$ cat config.mk
export PLATFORM = sky130hd
export DESIGN_NAME = fetch
export DESIGN_NICKNAME = d
export VERILOG_FILES = /design/src/logic/proc_pkg.sv /design/src/logic/fetch.sv
export SDC_FILE = /design/constraint.sdc
export NUM_CORES = 2
export LEC_CHECK = 0
export BUFFER_PORTS_ARGS = -buffer_cell sky130_fd_sc_hd__clkbuf_2
export CORE_ASPECT_RATIO = 1.4
export CORE_UTILIZATION = 60
export CTS_CLUSTER_DIAMETER = 200
export DETAILED_ROUTE_END_ITERATION = 10
export PLACE_DENSITY = 0.73
export SYNTH_ARGS = -nofsm -noshare
export SYNTH_HDL_FRONTEND = slang
export SYNTH_SLANG_ARGS = --single-unit
$ cat constraint.sdc
create_clock -name clk -period 6.95 [get_ports clk]
set_clock_uncertainty 0.2 [all_clocks]
set_input_delay 0.3475 -clock clk [delete_from_list [all_inputs] [get_ports clk]]
set_output_delay 0.3475 -clock clk [all_outputs]
set_load 0.005 [all_outputs]
$ cat src/logic/proc_pkg.sv
////////////////////////////////////////////////////////////////////////////
// shared types for the 16-bit five-stage pipeline
// opcodes, function codes, instruction formats and stage registers
////////////////////////////////////////////////////////////////////////////
`default_nettype none

package proc_pkg;

    // default memory address widths, in words
    localparam int IMEM_DEPTH_LOG = 8;
    localparam int DMEM_DEPTH_LOG = 8;

    typedef logic [15:0] word_t;
    typedef logic [2:0]  reg_idx_t;

    typedef enum logic [3:0] {
        OP_NOP  = 4'h0,
        OP_ALU  = 4'h1,
        OP_ADDI = 4'h2,
        OP_LW   = 4'h3,
        OP_SW   = 4'h4,
        OP_BEQZ = 4'h5,
        OP_HALT = 4'h6
    } opcode_e;

    typedef enum logic [2:0] {
        FN_ADD = 3'd0,
        FN_SUB = 3'd1,
        FN_AND = 3'd2,
        FN_OR  = 3'd3,
        FN_XOR = 3'd4,
        FN_SLT = 3'd5
    } funct_e;

    ////////////////////////////////////////////////////////////////////////////
    // instruction formats
    ////////////////////////////////////////////////////////////////////////////

    typedef struct packed {
        opcode_e  opcode;
        reg_idx_t rd;
        reg_idx_t rs;
        reg_idx_t rt;
        funct_e   funct;
    } r_fmt_t;

    // for SW, rd names the data source
    typedef struct packed {
        opcode_e    opcode;
        reg_idx_t   rd;
        reg_idx_t   rs;
        logic [5:0] imm;
    } i_fmt_t;

    typedef union packed {
        r_fmt_t r_fmt;
        i_fmt_t i_fmt;
    } instr_u;

    localparam word_t NOP_WORD = {OP_NOP, 12'h000};

    ////////////////////////////////////////////////////////////////////////////
    // stage registers
    ////////////////////////////////////////////////////////////////////////////

    typedef struct packed {
        logic   valid;
        word_t  pc_plus;
        instr_u instr;
    } if_id_t;

    typedef struct packed {
        logic     valid;
        word_t    pc_plus;
        opcode_e  opcode;
        funct_e   funct;
        reg_idx_t rd;
        word_t    src_a;
        word_t    src_b;
        word_t    imm;
        logic     reg_write;
        logic     mem_read;
        logic     mem_write;
    } id_ex_t;

    typedef struct packed {
        logic     valid;
        reg_idx_t rd;
        word_t    alu_out;
        word_t    store_data;
        logic     reg_write;
        logic     mem_read;
        logic     mem_write;
    } ex_mem_t;

    typedef struct packed {
        logic     valid;
        reg_idx_t rd;
        word_t    data;
    } retire_t;

endpackage

`default_nettype wire

$ cat src/logic/fetch.sv
////////////////////////////////////////////////////////////////////////////
// fetch stage: pc, instruction memory with load port, fetch/decode register
////////////////////////////////////////////////////////////////////////////
`timescale 1ns/1ps
`default_nettype none

module fetch #(
    parameter int IMEM_DEPTH_LOG = proc_pkg::IMEM_DEPTH_LOG
) (
    input  wire                  clk,
    input  wire                  arst_n,
    input  wire                  load_en,
    input  wire proc_pkg::word_t load_addr,
    input  wire proc_pkg::word_t load_data,
    input  wire                  stall,
    input  wire                  branch_taken,
    input  wire proc_pkg::word_t branch_target,
    input  wire                  halt_seen,
    output proc_pkg::if_id_t     if_id
);
    import proc_pkg::*;

    word_t imem [1 << IMEM_DEPTH_LOG];
    word_t pc;
    word_t fetched;

    always_ff @(posedge clk) begin
        if (load_en) begin
            imem[load_addr[IMEM_DEPTH_LOG-1:0]] <= load_data;
        end
    end

    // same-cycle read
    assign fetched = imem[pc[IMEM_DEPTH_LOG-1:0]];

    always_ff @(posedge clk or negedge arst_n) begin
        if (!arst_n) begin
            pc    <= '0;
            if_id <= '0;
        end else if (branch_taken) begin
            // redirect, and kill the word fetched this cycle
            pc            <= branch_target;
            if_id.valid   <= 1'b0;
            if_id.pc_plus <= branch_target;
            if_id.instr   <= NOP_WORD;
        end else if (stall) begin
            if_id <= if_id;
        end else if (halt_seen) begin
            if_id.valid <= 1'b0;
        end else begin
            pc            <= pc + 16'd1;
            if_id.valid   <= 1'b1;
            if_id.pc_plus <= pc + 16'd1;
            if_id.instr   <= fetched;
        end
    end

    a_pc_held: assert property (@(posedge clk) disable iff (!arst_n)
        stall && !branch_taken |=> $stable(pc));

endmodule

`default_nettype wire

---- Word-level counts from Yosys, hierarchy flattened ----
Memories as Yosys holds them, arrays and structs flattened.
Index checks and enable logic that the tools add are counted.
storage, ports and cells
  bits in registers ....................... 49
  RAM bits ................................ 4096
  bits of input ports ..................... 54
  output and inout port bits .............. 33
  word-level logic and storage cells ...... 18
  memories ................................ 1
memories
  name  words  width  rd ports  clocked after Yosys merged registers in  wr ports  RTL line     text
  imem  256    16     1         0                                        1         fetch.sv:23  word_t imem [1 << IMEM_DEPTH_LOG];
cells by class
  add/sub/neg operators ................... 1
  eq/ne operators ......................... 2
  mux-type cells .......................... 9
  reductions and logical operators ........ 1
operators by type and width
  cell                     count
  $mux W33                 2
  $mux W16                 3
  $mux W32                 1
  $add A16 B1 Y16 const B  1
  $mux W1                  3
  $ne A2 B1 Y1 const B     1
  $ne A2 B2 Y1 const B     1
  $reduce_and A2 Y1        1

---- Logic depth before layout (Yosys ltp) ----
  depth in word-level cells ............... 4
  gate-level depth with buffers ........... 14
  mapped depth without buffers ............ 7

---- Least setup slack after synthesis ----
Ideal clock, no wire load.
  path kind ............................... register to register
  start ................................... register if_id[16] (netlist name)
  end ..................................... register if_id[6] (netlist bit)
  library setup time ...................... 0.131 ns
  arrival time ............................ 2.562 ns
  data required time ...................... 6.619 ns
  slack ................................... 4.057 ns
  stages on the path, launching flop included .. 9
  path buffers ............................ 4
  clock period less this slack ............ 2.893 ns
  path through ............................ dfrtp_1 -> buf_6 -> buf_6 -> buf_6 -> buf_2 -> mux4_2 -> mux4_2 -> a221oi_1 -> o211ai_1
RTL lines
  what                  RTL line     text
  end signal, assigned  fetch.sv:47  if_id <= if_id;
  end, declared         fetch.sv:19  output proc_pkg::if_id_t if_id

==> results.toml <==
[timing]
setup_violations = 0
hold_viol_final = 0
timing.final.crit_share_pct = 77.5
tightest_slew_ns = 1.57
slew_headroom_pct = -5.14
period_needed_ns = 5.39
fmax_ghz = 0.186
final.setup.tns_ns = 0
drv_slew = 2
rsz0062_at_grt = "no"

[global_route]
grt_pass1_wl_mm = 603
track_usage_pct = 32.5
antenna_found_initial = 33
grt_overflow = 0
grt_pass1_vias = 79900
grt_max_degree = 208

[cts]
cts.sinks = 4129
clk_path_buf_depth = 4
numCtsBuffers = 365
clk_pin_slew_ns = 0.07
clk_latency_ns = 0.92
ctsResizeCount = 0
cts_tree = "built"
cts_root_buf = "clkbuf_16"
cts_htree_levels = 5

[pwr]
p_clk_share_pct = 38.5
intPower_mw = 41.0
power_mw = 53.1
powerDensity_nw_per_um2 = 298
power.share.combinational_pct = 9.6
p_switching_mw = 12.2
vdd.ir_drop.worst_v = 0.000231
leakage_nw = 56.1
seqPwrFrac_pct = 51.9
switching_share_pct = 22.9

[drt]
viasPerCell = 6.98
wirelength_mm = 432
via_count = 79800
ant_nets = 0
dr.pass1.iters = 6
drc_errors = 0
first_iter_violations = 11800
wl_per_cell_um = 37.8

[cells_and_area]
drive_gt1_share_pct = 26.5
fin_nets = 7693
synthToLayoutAreaGrowth_pct = 11.6
final_area_um2 = 178000
final_cells = 11400

[worst_setup_path]
ff2ff_path_depth = 9
slowest_stage = "dfrtp_4"
critical_path.max_fanout = 31
path_class = "register to register"
worstPathRequired_ns = 7.53
crit_path_end_kind = "register"
critPathLaunchType = "register"
crit_chain = "buf_12 -> buf_4 -> mux4_2 -> mux2i_1 -> nor3_1 -> a2111oi_0 -> a211o_1 -> a211oi_1 -> dlygate4sd3_1"
crit_arrival_ns = 5.96
critPathMaxStageDelay_ns = 1.18
regToRegEndpoint = "if_id[2]$_DFFE_PN0P_"
r2r_setup_slack_ns = 1.56
rr_startpoint = "if_id[16]$_DFFE_PN0P_"

[yosys]
synth-main-ff-cell = "edfxtp_1"
postSynth.asyncResetShare_pct = 0.799
synth.largest_area_cell = "edfxtp_1"
syn_nets = 7180
ys_ff_latch = 4129
syn_avg_cell_area_um2 = 22.4
synth_cells = 7125
syn_area_um2 = 160000
ys_warn_count = 0
synth-seq-area-share_pct = 77.5
synth-edff-count = 4096
synthTopCellsByArea = "edfxtp_1, mux4_2, mux2i_1"
synth_top_area_share_pct = 77.0
synth.distinct_cells = 86

[placement]
dpl_cell_area_um2 = 166000
placedCellCount = 10700
place_hpwl_mm = 252
io_buffers = 78
place.gp.congestion = 0.941

[min_path]
min_path_cells = 1
holdCritPathClass = "input port to register"
hold_end = "imem[61][0]$_DFFE_PP_"
worstHoldStart = "load_data[0]"

[outcome]
status = "finished with violations"
violations = "max-capacitance violations, max-slew violations"

[die]
die_h_um = 613
start_util_pct = 60.5
coreArea_um2 = 264000
dieArea_um2 = 268000
die_w_um = 438
fp-row-count = 223
io_pins = 87

[run]
max_cap_violations = 1
[layer usage]
layer	vias to the layer above	share of wire, %	GRT usage [%]
met3	1196	11	7.67
met1	41800	33	40.7
met4	30	7.1	19.3
li1	31200	-	-
met5	-	0.041	0
met2	5532	49	52.1
[cell families after synthesis]
family / count (synthesis) / share of synthesized area [%]
simple gates: 654 / 1.74
compound gates: 544 / 2.42
mux: 1353 / 16.4
xor+xnor: 15 / 0.0822
buf+inv: 429 / 1.82
flops: 4129 / 77.5
fa+ha+maj: 1 / 0.00783
[area by class of cell]
class / count / area [um^2]
clock buffer: 432 / 9510
sequential: 4129 / 124000
multi-input combinational: 2567 / 33200
inverter: 7 / 41.3
antenna: 16 / 40.0
tap: 3487 / 4360
timing repair buffer: 568 / 4830
clock inverter: 230 / 2380
fill: 15600 / 86000
[flip-flops by register name, indices dropped and copies added, names as in the netlist]
register and flops:
imem 4096, if_id 33
[through the flow]
step / setup slack [ns] / hold WS, ns / utilization (%)
global placement: 1.98 / 0.322 / 62.7
detailed placement: 1.93 / 0.326 / 62.7
floorplan: 4.06 / -0.148 / -
global route: 1.57 / 0.0561 / 67.5
CTS: 1.67 / 0.0148 / 67.4
finish: 1.56 / 0.0106 / 67.5
[worst max-delay path, delay by kind of cell (launching register included)]
kind | cells | cell delay, ns
compound gates | 3 | 1.35
mux | 2 | 1.01
buf+inv | 3 | 1.35
flops | 1 | 1.18
simple gates | 1 | 0.08
[synth_stat cells (18+ instances only)]
master,number
edfxtp_1,4096
a21oi_1,88
nor3_1,26
o221ai_1,29
nand3_1,52
buf_12,19
o211ai_1,20
mux2i_1,320
mux4_2,988
nand2_1,131
buf_8,27
clkbuf_1,162
a221oi_1,54
dfrtp_1,33
mux4_1,20
a211oi_1,27
a22oi_1,71
buf_1,32
nor2b_1,23
o22ai_1,56
buf_6,53
a22o_1,18
buf_4,35
o21ai_0,67
mux2_2,24
nor2_1,360
buf_2,89
[timing repair]
item | 4_1_cts | 5_1_grt
endpoints found under the hold margin | 658 | 0
buffers inserted | 0 | 0
setup endpoints to repair | 0 | 0
hold buffers | 70 | 0
[worst max-delay path by stage]
stage / from / end / slack [ns] / cells after the start
2_1_floorplan: if_id[16]$_DFFE_PN0P_ / if_id[6]$_DFFE_PN0P_ / 4.06 / 8
3_5_place_dp: if_id[16]$_DFFE_PN0P_ / if_id[5]$_DFFE_PN0P_ / 1.93 / 8
6_report: if_id[16]$_DFFE_PN0P_ / if_id[2]$_DFFE_PN0P_ / 1.56 / 9
4_1_cts: if_id[16]$_DFFE_PN0P_ / if_id[2]$_DFFE_PN0P_ / 1.67 / 9
3_3_place_gp: if_id[16]$_DFFE_PN0P_ / if_id[5]$_DFFE_PN0P_ / 1.98 / 8
5_1_grt: if_id[16]$_DFFE_PN0P_ / if_id[2]$_DFFE_PN0P_ / 1.57 / 10
[power by group through the flow]
stage	combinational, mW	clock (mW)	sequential, mW
finish	5.10	20.5	27.6
global route	5.21	21.5	27.5
CTS	5.03	20.6	27.5
detailed placement	4.96	0	28.1
global placement	4.89	0	28.1
floorplan	3.04	0	28.0
[placed cells by master (no fill, tap or decap), types with 18 or more instances in the layout]
cell type / netlist / final
clkinv_2: 0 / 58
mux2i_1: 320 / 320
buf_4: 35 / 385
mux4_2: 988 / 988
a22oi_1: 71 / 71
bufinv_16: 0 / 49
a221oi_1: 54 / 54
nor2_1: 360 / 320
clkbuf_2: 0 / 62
edfxtp_1: 4096 / 4096
nor2b_1: 23 / 18
nand2_1: 131 / 131
o211ai_1: 20 / 20
mux4_1: 20 / 20
a22o_1: 18 / 18
dfrtp_1: 33 / 26
dlygate4sd3_1: 0 / 69
mux2_2: 24 / 24
clkbuf_16: 0 / 371
clkbuf_1: 162 / 61
a21oi_1: 88 / 88
nand3_1: 52 / 46
o22ai_1: 56 / 56
a211oi_1: 27 / 27
clkinv_1: 1 / 93
buf_12: 19 / 36
o21ai_0: 67 / 67
o221ai_1: 29 / 29
nor2_2: 0 / 37
nor3_1: 26 / 26
Note: power is estimated with default switching activity, not from simulation.
