### src/logic/proc_pkg.sv
////////////////////////////////////////////////////////////////////////////
// shared types for the 16-bit five-stage pipeline
// opcodes, function codes, instruction formats and stage registers
////////////////////////////////////////////////////////////////////////////
`default_nettype none

package proc_pkg;

    // default memory address widths, in words
    localparam int IMEM_DEPTH_LOG = 8;
    localparam int DMEM_DEPTH_LOG = 8;

    typedef logic [15:0] word_t;
    typedef logic [2:0]  reg_idx_t;

    typedef enum logic [3:0] {
        OP_NOP  = 4'h0,
        OP_ALU  = 4'h1,
        OP_ADDI = 4'h2,
        OP_LW   = 4'h3,
        OP_SW   = 4'h4,
        OP_BEQZ = 4'h5,
        OP_HALT = 4'h6
    } opcode_e;

    typedef enum logic [2:0] {
        FN_ADD = 3'd0,
        FN_SUB = 3'd1,
        FN_AND = 3'd2,
        FN_OR  = 3'd3,
        FN_XOR = 3'd4,
        FN_SLT = 3'd5
    } funct_e;

    ////////////////////////////////////////////////////////////////////////////
    // instruction formats
    ////////////////////////////////////////////////////////////////////////////

    typedef struct packed {
        opcode_e  opcode;
        reg_idx_t rd;
        reg_idx_t rs;
        reg_idx_t rt;
        funct_e   funct;
    } r_fmt_t;

    // for SW, rd names the data source
    typedef struct packed {
        opcode_e    opcode;
        reg_idx_t   rd;
        reg_idx_t   rs;
        logic [5:0] imm;
    } i_fmt_t;

    typedef union packed {
        r_fmt_t r_fmt;
        i_fmt_t i_fmt;
    } instr_u;

    localparam word_t NOP_WORD = {OP_NOP, 12'h000};

    ////////////////////////////////////////////////////////////////////////////
    // stage registers
    ////////////////////////////////////////////////////////////////////////////

    typedef struct packed {
        logic   valid;
        word_t  pc_plus;
        instr_u instr;
    } if_id_t;

    typedef struct packed {
        logic     valid;
        word_t    pc_plus;
        opcode_e  opcode;
        funct_e   funct;
        reg_idx_t rd;
        word_t    src_a;
        word_t    src_b;
        word_t    imm;
        logic     reg_write;
        logic     mem_read;
        logic     mem_write;
    } id_ex_t;

    typedef struct packed {
        logic     valid;
        reg_idx_t rd;
        word_t    alu_out;
        word_t    store_data;
        logic     reg_write;
        logic     mem_read;
        logic     mem_write;
    } ex_mem_t;

    typedef struct packed {
        logic     valid;
        reg_idx_t rd;
        word_t    data;
    } retire_t;

endpackage

`default_nettype wire

### src/logic/decode.sv
////////////////////////////////////////////////////////////////////////////
// decode stage: register file, control decode, hazard interlock,
// halt and illegal-opcode detection, decode/execute register
////////////////////////////////////////////////////////////////////////////
`timescale 1ns/1ps
`default_nettype none

module decode (
    input  wire                    clk,
    input  wire                    arst_n,
    input  wire proc_pkg::if_id_t  if_id,
    input  wire                    branch_taken,
    input  wire proc_pkg::id_ex_t  ex_dest,
    input  wire proc_pkg::ex_mem_t mem_dest,
    input  wire proc_pkg::retire_t retire,
    output proc_pkg::id_ex_t       id_ex,
    output logic                   stall,
    output logic                   halt_seen,
    output logic                   err
);
    import proc_pkg::*;

    word_t    rf [8];
    instr_u   ins;
    reg_idx_t src_a_idx, src_b_idx;
    word_t    src_a_val, src_b_val, imm_ext;
    logic     uses_a, uses_b, illegal;
    logic     reg_write, mem_read, mem_write;
    logic     halt_hit, halt_q;

    function automatic logic dest_match(reg_idx_t idx);
        return (ex_dest.valid && ex_dest.reg_write && ex_dest.rd == idx) ||
               (mem_dest.valid && mem_dest.reg_write && mem_dest.rd == idx);
    endfunction

    assign ins       = if_id.instr;
    assign src_a_idx = ins.r_fmt.rs;
    assign imm_ext   = {{10{ins.i_fmt.imm[5]}}, ins.i_fmt.imm};

    always_comb begin
        reg_write = 1'b0;
        mem_read  = 1'b0;
        mem_write = 1'b0;
        uses_a    = 1'b0;
        uses_b    = 1'b0;
        illegal   = 1'b0;
        src_b_idx = ins.r_fmt.rt;
        case (ins.r_fmt.opcode)
            OP_ALU: begin
                reg_write = 1'b1;
                uses_a    = 1'b1;
                uses_b    = 1'b1;
            end
            OP_ADDI: begin
                reg_write = 1'b1;
                uses_a    = 1'b1;
            end
            OP_LW: begin
                reg_write = 1'b1;
                mem_read  = 1'b1;
                uses_a    = 1'b1;
            end
            OP_SW: begin
                mem_write = 1'b1;
                uses_a    = 1'b1;
                uses_b    = 1'b1;
                src_b_idx = ins.i_fmt.rd;
            end
            OP_BEQZ: uses_a = 1'b1;
            OP_HALT, OP_NOP: ;
            default: illegal = 1'b1;
        endcase
        stall = if_id.valid && ((uses_a && dest_match(src_a_idx)) ||
                                (uses_b && dest_match(src_b_idx)));
    end

    // register file writes through to same-cycle reads
    always_ff @(posedge clk) begin
        if (retire.valid) begin
            rf[retire.rd] <= retire.data;
        end
    end

    assign src_a_val = (retire.valid && retire.rd == src_a_idx) ? retire.data : rf[src_a_idx];
    assign src_b_val = (retire.valid && retire.rd == src_b_idx) ? retire.data : rf[src_b_idx];

    // a halt behind a taken branch is on the wrong path
    assign halt_hit  = if_id.valid && ins.r_fmt.opcode == OP_HALT && !branch_taken;
    assign halt_seen = halt_q | halt_hit;

    always_ff @(posedge clk or negedge arst_n) begin
        if (!arst_n) begin
            halt_q <= 1'b0;
            err    <= 1'b0;
            id_ex  <= '0;
        end else begin
            halt_q          <= halt_seen;
            err             <= err | (if_id.valid && illegal && !branch_taken);
            id_ex.valid     <= if_id.valid && !stall && !branch_taken;
            id_ex.pc_plus   <= if_id.pc_plus;
            id_ex.opcode    <= ins.r_fmt.opcode;
            id_ex.funct     <= ins.r_fmt.funct;
            id_ex.rd        <= ins.r_fmt.rd;
            id_ex.src_a     <= src_a_val;
            id_ex.src_b     <= src_b_val;
            id_ex.imm       <= imm_ext;
            id_ex.reg_write <= reg_write;
            id_ex.mem_read  <= mem_read;
            id_ex.mem_write <= mem_write;
        end
    end

    a_err_src: assert property (@(posedge clk) disable iff (!arst_n)
        $rose(err) |-> $past(if_id.valid && ins.r_fmt.opcode > OP_HALT));

endmodule

`default_nettype wire

### config.mk
export PLATFORM = sky130hd
export DESIGN_NAME = decode
export DESIGN_NICKNAME = d
export VERILOG_FILES = /design/src/logic/proc_pkg.sv /design/src/logic/decode.sv
export SDC_FILE = /design/constraint.sdc
export NUM_CORES = 1
export LEC_CHECK = 0
export ABC_AREA = 1
export BUFFER_PORTS_ARGS = -buffer_cell sky130_fd_sc_hd__clkbuf_2
export CORE_AREA = 2 2 155 157
export DETAILED_ROUTE_END_ITERATION = 8
export DIE_AREA = 0 0 157 159
export GPL_TIMING_DRIVEN = 0
export PLACE_DENSITY = 0.62
export SYNTH_ARGS = -nofsm -noshare
export SYNTH_HDL_FRONTEND = slang
export SYNTH_SLANG_ARGS = --single-unit
### constraint.sdc
create_clock -name clk -period 1.5 [get_ports clk]
set_input_delay 0.3 -clock clk [delete_from_list [all_inputs] [get_ports clk]]
set_output_delay 0.3 -clock clk [all_outputs]
set_load 0.02 [all_outputs]
* After elaboration in Yosys (flattened, before gate mapping)
Memories as Yosys holds them, arrays and structs flattened. A register that Yosys moved wholly into a read port is not among the register bits.
Cells that the tools add are included.
W data, S select, Z words.
** Cells by class
- Equal/unequal tests :: 10
- Bitwise operators :: 2
- Multiplexer cells :: 9
- Reduce and logical (&&, ||, !) cells :: 27
** Operators by type and width (number)
- $logic_and A1 B1 Y1 :: 15
- $eq A3 B3 Y1 :: 4
- $eq A4 B3 Y1 const B :: 3
- $eq A4 B2 Y1 const B :: 2
- $mux W1 :: 8
- $reduce_or A7 Y1 :: 1
- $reduce_or A5 Y1 :: 1
- $eq A4 B1 Y1 const B :: 1
- $logic_not A1 Y1 :: 4
- $logic_not A4 Y1 :: 1
- $logic_or A1 B1 Y1 :: 3
- $mux W3 :: 1
- $reduce_or A3 Y1 :: 1
- $or A1 B1 Y1 :: 2
- $reduce_or A2 Y1 :: 1
** Word-level totals
- Bits in registers :: 38
- Output and inout port bits :: 81
- RAM bits :: 128
- Logic and storage cells :: 60
- Bits of input ports :: 173
- Memories kept :: 1
** Memories
- rf :: words 8, bits a word 16, rd ports 2, clocked after memory_dff 2, wr ports 1, RTL line decode.sv:23 : word_t rf [8];

* Longest topological paths before layout
Gate-level depths: netlist (run 1).
- Depth in word-level cells :: 11
- Depth in mapped cells :: 14
- Mapped depth without buffers :: 13

* Worst setup path before layout (run 1)
No wires, ideal clock.
- Path type :: input-to-output
- Start point :: input port if_id[14] in the netlist's numbering
- End point :: output port stall
- Setup slack :: -0.359 ns
- Arrival time :: 1.559 ns
- Required time :: 1.200 ns
- Path buffers :: 1
- Stages :: 13
- Cells stage by stage :: inv_1 > nor2_8 > nand2_8 > nand2_2 > nand2_2 > buf_6 > nand2_1 > nand2_1 > nor2_1 > nand2_1 > nand2_1 > nand2_1 > a21oi_1
** On the way
- Longest elaborated chain between the ends :: 8
- Elaborated cells on any way between the ends :: 19
- Those cells by class :: 7 x eq/ne; 3 x mux; 9 x reduce/logical
** RTL lines
- from (decl) :: RTL line decode.sv:11 : input wire proc_pkg::if_id_t if_id,
- $eq A4 B3 Y1 :: RTL line decode.sv:48 : case (ins.r_fmt.opcode)
- $mux W3 :: RTL line decode.sv:48
- $eq A3 B3 Y1, on equally long branches :: RTL line decode.sv:32, decode.sv:33
- $logic_and A1 B1 Y1, on equally long branches :: RTL line decode.sv:32, decode.sv:33
- $logic_or A1 B1 Y1 :: RTL line decode.sv:32 : return (ex_dest.valid && ex_dest.reg_write && ex_dest.rd == idx) ||
- $logic_and A1 B1 Y1 :: RTL line decode.sv:74 : (uses_b && dest_match(src_b_idx)));
- $logic_or A1 B1 Y1 (*) :: RTL line decode.sv:73 : stall = if_id.valid && ((uses_a && dest_match(src_a_idx)) ||
- $logic_and A1 B1 Y1 (*) :: RTL line decode.sv:73
- to (decl) :: RTL line decode.sv:17 : output logic stall,
Every way passes the cells marked *; elsewhere a longest branch is shown, timed or not.

* Worst setup path in the final report (run 1)
- Start point :: input port if_id[12] in the netlist's numbering
- End point :: output port stall
The elaborated chain is that of the path after synthesis.

==> qor.log, run 1 <==
[cells_and_area] area of all placed cells without fillers 0.01221 mm^2
[timing] largest clock skew in the final design 0.007580 ns
[global_routing] overall overflow remaining after global route 0
[placement] area after detailed placement 0.01036 mm^2
[die] die area 0.02496 mm^2
[power_and_ir_drop] PnR Total Power 12.96 mW
[synth] mean cell area of the mapped netlist 9.663 um^2
[job] Max Cap Violations 0
[synth] fraction of synthesized cell area taken by the top area cell type 42.09%
[placement] RD Place Congestion 0.9006
[setup_path] slowest stage cell, crit path sky130_fd_sc_hd__nor2_8
[cells_and_area] final std cells w/o fill 1507
[power_and_ir_drop] Clk pwr share 35.2%
[synth] flip-flop cell with the highest count after synthesis sky130_fd_sc_hd__edfxtp_1
[synth] commonest cells in the synthesized netlist sky130_fd_sc_hd__nand2_1, sky130_fd_sc_hd__edfxtp_1, sky130_fd_sc_hd__inv_1
[die] Horiz. Die Dim 157 um
[timing] Setup Total Neg Slack -1.898 ns
[global_routing] wire length of the first global-routing pass 41.63 mm
[setup_path] setup slack on the worst flop-to-flop path 0.34 ns
[detailed_routing] first drt pass iteration count 5
[power_and_ir_drop] IR drop worst, VDD 0.7036 mV
[power_and_ir_drop] total internal power 9.264 mW
[synth] number of distinct library cells after synthesis 35
[die] site row count 56
[timing] unrepaired setup endpoints after global routing yes
[power_and_ir_drop] share of power burned in combinational logic 17.7%
[setup_path] type of origin of the critical path input port
[global_routing] number of global-route vias before repair 7419
[setup_path] most frequent cell on the critical path sky130_fd_sc_hd__nand2_1
[detailed_routing] via-per-instance ratio 5.294
[cells_and_area] final standard cell utilization of the core 52.65%
[setup_path] CP Data Required Time 1.20 ns
[synth] share of synthesized area occupied by flip-flops and latches 60.45%
[power_and_ir_drop] switching power 3.698 mW
[clocking] number of clock buffers inserted by TritonCTS 17
[placement] Port-buffer cells 144
[placement] HPWL after detailed placement 18.19 mm
[clocking] Clock Tree Buf Depth 2
[setup_path] Max Fanout on Critical Path 6
[timing] relative max-transition margin 52.72%
[detailed_routing] DRT iter0 DRCs 1145
[clocking] Max H-tree Level 4
[global_routing] Total GRT Usage 22.41%
[clocking] insertion delay of the later-clocked pin in the worst-skew pair 0.45 ns
[cells_and_area] Synth-to-Final Area Change 33.74%
[synth] Synth warnings 0
[detailed_routing] overall routed net length 28.95 mm
[global_routing] number of antenna violations at the first check in global routing 0
[synth] dominant cells by area after synthesis sky130_fd_sc_hd__edfxtp_1, sky130_fd_sc_hd__dfrtp_1, sky130_fd_sc_hd__nand2_1
[outcome] violations in the final reports negative setup slack
[setup_path] Worst Reg2Reg Path Length in Cells 6
[synth] number of flip-flops and latches in the synthesized netlist 195
[synth] gate count after technology mapping 945
[clocking] root buffer selected by CTS sky130_fd_sc_hd__clkbuf_16
[min_path] hold crit path type in2reg
[timing] post-route worst setup slack -0.4673 ns
[placement] # placed instances 1410
[synth] EDFF count, synth 128
[detailed_routing] via count 7978
[cells_and_area] total inserted antenna cells 0
[synth] async set-or-reset flop fraction in the synthesized netlist 34.36%
[die] floorplan core area 0.02319 mm^2
[power_and_ir_drop] switching power share of the total 28.53%
[outcome] result of the run finished, violations left
[clocking] Sink Count 195
[synth] total standard cell area after synthesis 0.009131 mm^2
[min_path] destination of the worst hold path id_ex[6]$_DFF_PN0_
[min_path] count of cells along the worst hold path 1
[detailed_routing] Post-DRT Antenna Nets 0
[cells_and_area] fraction of layout instances using a drive strength above 1 28.96%
[timing] maximum clock frequency 0.5083 GHz
[timing] worst slack on hold paths 0.01858 ns
[timing] max-slew violation total from the final report 0
[setup_path] FF-to-FF Start rf[5][8]$_DFFE_PP_
[clocking] CTS clock-pin slew for the worst setup and hold paths 0.08 ns
[setup_path] Worst Setup End Kind primary output
[power_and_ir_drop] leakage dissipation 5.383 nW
[timing] min cycle time layout 1.967 ns
[die] io pins 254
[synth] Post-Syn Nets 1118
[power_and_ir_drop] total power per unit cell area 1061 mW/mm^2
[cells_and_area] layout net count 1348
[setup_path] critical path data arrival time 1.67 ns
[placement] Post-Place Setup Slack -0.7397 ns
[min_path] launch point of the worst hold path if_id[3]
[power_and_ir_drop] part of the power in registers 47.1%
[global_routing] pin count of the biggest net entering global routing 56
[setup_path] Worst R2R End id_ex[43]$_DFF_PN0_
[timing] period utilization 131.2%
[setup_path] crit-path max cell delay 0.17 ns
[clocking] TritonCTS clock tree done
[die] initial standard-cell utilization of the core 39.37%
[detailed_routing] DRC violations left 0
[synth] library cell with the highest instance count after synthesis sky130_fd_sc_hd__nand2_1
[setup_path] list of cells traversed by the critical path buf_4, nor2_8, buf_4, nand3_2, nand3_1, nand2_1, nor2_1, nand2_1, nand2_1, nand2_2, a21oi_4, buf_8
[timing] number of failing setup endpoints in the final timing report 29
[die] Die Ht 159 um
[synth] cell type with the highest aggregate area in the netlist sky130_fd_sc_hd__edfxtp_1
[timing] transition time at the pin with the least slew margin 0.7092 ns
[detailed_routing] final routed wire length divided by cell count 19.21 um
[setup_path] Crit Path Category in2out
[timing] Final Hold Fails 0
## cell type report
| class | count | area (um^2) |
|---|---|---|
| fill | 2012 | 10980 |
| clock inverter | 13 | 145.1 |
| buffer | 64 | 545.5 |
| clock buffer | 19 | 442.9 |
| timing repair buffer | 211 | 1608 |
| inverter | 124 | 495.5 |
| multi-input combinational | 562 | 3054 |
| sequential | 195 | 5522 |
| tap | 319 | 399.1 |
## state kept, by name, indices dropped and copies added, names as in the netlist
signal,cells
err,1
halt_q,1
rf,128
id_ex,65
## cells by family after synthesis
logic type / Yosys count / synth area share [%]
AOI/OAI and AO/OA: 227 / 13.98
and+or+nand+nor: 333 / 16.33
DFF: 195 / 60.45
xor gates and xnor gates: 2 / 0.1919
buffers and inverters: 188 / 9.043
## cells in the final DEF, fill, tap and decap left out, types with 32 or more instances in the layout
master,Yosys,routed
sky130_fd_sc_hd__nand2_1,180,161
sky130_fd_sc_hd__clkbuf_2,1,139
sky130_fd_sc_hd__edfxtp_1,128,128
sky130_fd_sc_hd__inv_1,120,118
sky130_fd_sc_hd__a21oi_1,97,96
sky130_fd_sc_hd__nand3_1,93,85
sky130_fd_sc_hd__o21ai_0,73,72
sky130_fd_sc_hd__dfrtp_1,67,66
sky130_fd_sc_hd__o211ai_1,34,34
sky130_fd_sc_hd__buf_6,3,32
## worst max path at each step
stage               startpoint                   to  slack, ns
finish               if_id[12]                stall      -0.47
CTS                  if_id[14]                stall      -0.46
global placement    retire[16]   rf[7][8]$_DFFE_PP_      -0.90
floorplan            if_id[14]                stall      -0.22
global route         if_id[14]                stall      -0.56
detailed placement    if_id[6]  id_ex[44]$_DFF_PN0_      -0.74
## power groups by stage
stage | clock [mW] | sequential, mW | combinational [mW]
5_1_grt | 4.84 | 6.14 | 2.45
3_3_place_gp | 0 | 6.22 | 1.83
3_5_place_dp | 0 | 6.22 | 1.86
6_report | 4.56 | 6.11 | 2.29
2_1_floorplan | 0 | 6.43 | 0.863
4_1_cts | 4.60 | 6.11 | 2.04
## worst max-delay path, delay by kind of cell
family                 cells  cell delay [ns]
AOI/OAI and AO/OA          1             0.15
buffers and inverters      3             0.43
and+or+nand+nor            8             0.77
## repair_timing
action                                  CTS  global route
setup buffers                            24            13
gates cloned                              0             2
hold buffers                             24             2
endpoints found under the setup margin  107            60
endpoints found under the hold margin    35             2
pin swaps                                 9            33
resized for setup                        64           132
## layer usage
| metal | global-route usage, % | wire length [um] | vias to the layer above |
|---|---|---|---|
| li1 | - | - | 3641 |
| met5 | 0 | 0 | - |
| met3 | 4.872 | 2852 | 75 |
| met2 | 36.90 | 13500 | 486 |
| met1 | 28.49 | 11510 | 3776 |
| met4 | 9.425 | 1078 | 0 |
(Power assumes the default switching activity.)
==> run 2: changes to the inputs <==
==> constraint.sdc (replaced) <==
create_clock -name clk -period 1.5 [get_ports clk]
set_input_delay 0.225 -clock clk [delete_from_list [all_inputs] [get_ports clk]]
set_output_delay 0.225 -clock clk [all_outputs]
set_load 0.02 [all_outputs]
==> run 2 against run 1 <==
The flow still finishes with violations (negative setup slack). First-iteration DRC count down 19%. Utilization fell by 2.7 points. Design area shrank 5.2%. Sequential share of layout area grew 2.5 points. Fmax increased by 12%. Worst setup slack gained 0.21 ns. Worst hold slack better by 0.028 ns. Routed wire length shrank 2.4%. Cell count decreased by 1.3%. Critical path depth decreased by 3. Power shrank 1.8%. Highest routed layer unchanged.
==> qor.log, run 2 (same netlist as run 1, synthesis figures left out) <==
[cells_and_area] Synth-to-Final Area Change 26.77%
[detailed_routing] DRC violations left 0
[placement] HPWL after detailed placement 18.41 mm
[power_and_ir_drop] switching power share of the total 28.56%
[clocking] number of clock buffers inserted by TritonCTS 17
[cells_and_area] max FFs per register 128
[power_and_ir_drop] share of power burned in combinational logic 16.0%
[die] Die Ht 159 um
[cells_and_area] commonest cells after routing, fill and taps aside sky130_fd_sc_hd__nand2_1, sky130_fd_sc_hd__clkbuf_2, sky130_fd_sc_hd__edfxtp_1
[clocking] Sink Count 195
[setup_path] critical path data arrival time 1.53 ns
[die] site row count 56
[clocking] insertion delay of the later-clocked pin in the worst-skew pair 0.45 ns
[die] io pins 254
[timing] relative max-transition margin 29.42%
[power_and_ir_drop] total power per unit cell area 1100 mW/mm^2
[timing] max-slew violation total from the final report 0
[detailed_routing] via-per-instance ratio 5.170
[cells_and_area] flip-flop and latch area 0.005522 mm^2
[setup_path] Crit Path Category in2out
[global_routing] Total GRT Usage 22.38%
[cells_and_area] largest reg by FF count rf
[global_routing] overall overflow remaining after global route 0
[clocking] root buffer selected by CTS sky130_fd_sc_hd__clkbuf_16
[timing] min cycle time layout 1.755 ns
[clocking] TritonCTS clock tree done
[global_routing] pin count of the biggest net entering global routing 57
[power_and_ir_drop] Clk pwr share 36.0%
[power_and_ir_drop] part of the power in registers 48.0%
[timing] period utilization 117.0%
[cells_and_area] multi-input gate area in the final layout 0.002917 mm^2
[clocking] CTS clock-pin slew for the worst setup and hold paths 0.07 ns
[placement] Port-buffer cells 144
[cells_and_area] filler cell count in the final layout 2096
[timing] Final Hold Fails 0
[min_path] hold crit path type in2reg
[setup_path] type of origin of the critical path input port
[detailed_routing] DRT iter0 DRCs 929
[clocking] Clock Tree Buf Depth 2
[power_and_ir_drop] IR drop worst, VDD 0.5484 mV
[cells_and_area] leading cell type in the layout, fill and taps excluded sky130_fd_sc_hd__nand2_1
[placement] RD Place Congestion 0.8901
[detailed_routing] via count 7688
[die] floorplan core area 0.02319 mm^2
[timing] maximum clock frequency 0.5699 GHz
[global_routing] wire length of the first global-routing pass 41.33 mm
[timing] unrepaired setup endpoints after global routing yes
[power_and_ir_drop] total internal power 9.094 mW
[setup_path] Max Fanout on Critical Path 10
[die] Horiz. Die Dim 157 um
[timing] number of failing setup endpoints in the final timing report 1
[cells_and_area] Largest regs rf: 128 flops, id_ex: 65 flops
[cells_and_area] layout net count 1328
[detailed_routing] Post-DRT Antenna Nets 0
[clocking] Max H-tree Level 4
[timing] transition time at the pin with the least slew margin 1.058 ns
[global_routing] number of antenna violations at the first check in global routing 0
[power_and_ir_drop] switching power 3.636 mW
[power_and_ir_drop] leakage dissipation 5.121 nW
[outcome] violations in the final reports negative setup slack
[cells_and_area] total inserted antenna cells 0
[cells_and_area] fraction of layout instances using a drive strength above 1 25.86%
[die] initial standard-cell utilization of the core 39.37%
[detailed_routing] final routed wire length divided by cell count 19.00 um
[global_routing] number of global-route vias before repair 7223
[job] Max Cap Violations 0
[die] die area 0.02496 mm^2
[placement] # placed instances 1413
[timing] largest clock skew in the final design 0.01317 ns
[detailed_routing] overall routed net length 28.25 mm
[setup_path] CP Data Required Time 1.27 ns
[timing] post-route worst setup slack -0.2546 ns
[setup_path] setup slack on the worst flop-to-flop path 0.34 ns
[outcome] result of the run finished, violations left
[detailed_routing] first drt pass iteration count 6
[timing] worst slack on hold paths 0.04667 ns
[setup_path] Worst Setup End Kind primary output
[cells_and_area] final std cells w/o fill 1487
## run 2: cell types whose count changed in the layout (fill, tap and decap cells not counted), moves of 4 or more
cell                            delta
sky130_fd_sc_hd__buf_6            -21
sky130_fd_sc_hd__nand2_1          +14
sky130_fd_sc_hd__clkbuf_2         +11
sky130_fd_sc_hd__buf_8            -10
sky130_fd_sc_hd__buf_12            -9
sky130_fd_sc_hd__buf_2             +9
sky130_fd_sc_hd__nand2_4           -7
sky130_fd_sc_hd__nand2_2           -6
sky130_fd_sc_hd__nor2_2            +5
sky130_fd_sc_hd__clkbuf_4          -4
sky130_fd_sc_hd__dlygate4sd3_1     +4
sky130_fd_sc_hd__nor2_4            -4
## run 2: timing repair
action	in CTS	in global routing
resized for setup	27	53
buffers inserted	9	5
setup endpoints to repair	42	64
hold endpoints to repair	96	1
hold buffers	29	1
pin swaps	3	17
cloned	0	0
## run 2: metal layers
layer | global-route usage [%] | vias up | share of wire [%]
li1 | - | 3604 | -
met1 | 28.69 | 3523 | 40
met2 | 36.70 | 487 | 47
met3 | 4.981 | 74 | 10
met4 | 8.966 | 0 | 3.2
met5 | 0 | - | 0
## run 2: power groups by stage
stage	clock network, mW	registers [mW]	logic (mW)
2_1_floorplan	0	6.43	0.853
3_3_place_gp	0	6.22	1.81
3_5_place_dp	0	6.22	1.85
4_1_cts	4.61	6.11	1.97
5_1_grt	4.84	6.14	2.20
6_report	4.59	6.11	2.03
## run 2: cell type report
| cell class | count | area share [%] |
|---|---|---|
| sequential | 195 | 47.70 |
| timing repair buffer | 193 | 11.12 |
| tap | 319 | 3.448 |
| buffer | 62 | 3.286 |
| multi-input combinational | 562 | 25.19 |
| inverter | 124 | 4.172 |
| clock inverter | 13 | 1.254 |
| clock buffer | 19 | 3.826 |
## run 2: worst max-delay path, stage by stage
cell and delay (ns):
sky130_fd_sc_hd__clkbuf_2 0.18, sky130_fd_sc_hd__buf_2 0.30, sky130_fd_sc_hd__o22ai_1 0.12, sky130_fd_sc_hd__inv_1 0.06, sky130_fd_sc_hd__o2111ai_1 0.09, sky130_fd_sc_hd__o21ai_0 0.11, sky130_fd_sc_hd__nand2_1 0.14, sky130_fd_sc_hd__a21oi_4 0.17
sky130_fd_sc_hd__buf_8 0.13
## run 2: worst paths after layout
check,start,endpoint,depth (start not counted)
max,if_id[6],stall,9
min,branch_taken,id_ex[77]$_DFF_PN0_,4
max reg2reg,rf[1][14]$_DFFE_PP_,id_ex[49]$_DFF_PN0_,6
min reg2reg,err$_DFF_PN0_,err$_DFF_PN0_,1
max in group asynchronous,arst_n,id_ex[27]$_DFF_PN0_,3
min in group asynchronous,arst_n,id_ex[6]$_DFF_PN0_,2
## run 2: metrics by stage
step | setup slack [ns] | TNS (ns) | area (um^2) | utilization (%) | total power [mW]
2_1_floorplan | -0.07976 | -0.2771 | 9155 | - | 7.286
3_3_place_gp | -0.9131 | -118.27 | 10270 | 44.30 | 8.033
3_5_place_dp | -0.8079 | -46.62 | 10400 | 44.83 | 8.077
4_1_cts | -0.2984 | -1.006 | 11430 | 49.27 | 12.69
5_1_grt | -0.3208 | -0.7113 | 11580 | 49.91 | 13.18
6_report | -0.2546 | -0.2546 | 11580 | 49.91 | 12.73
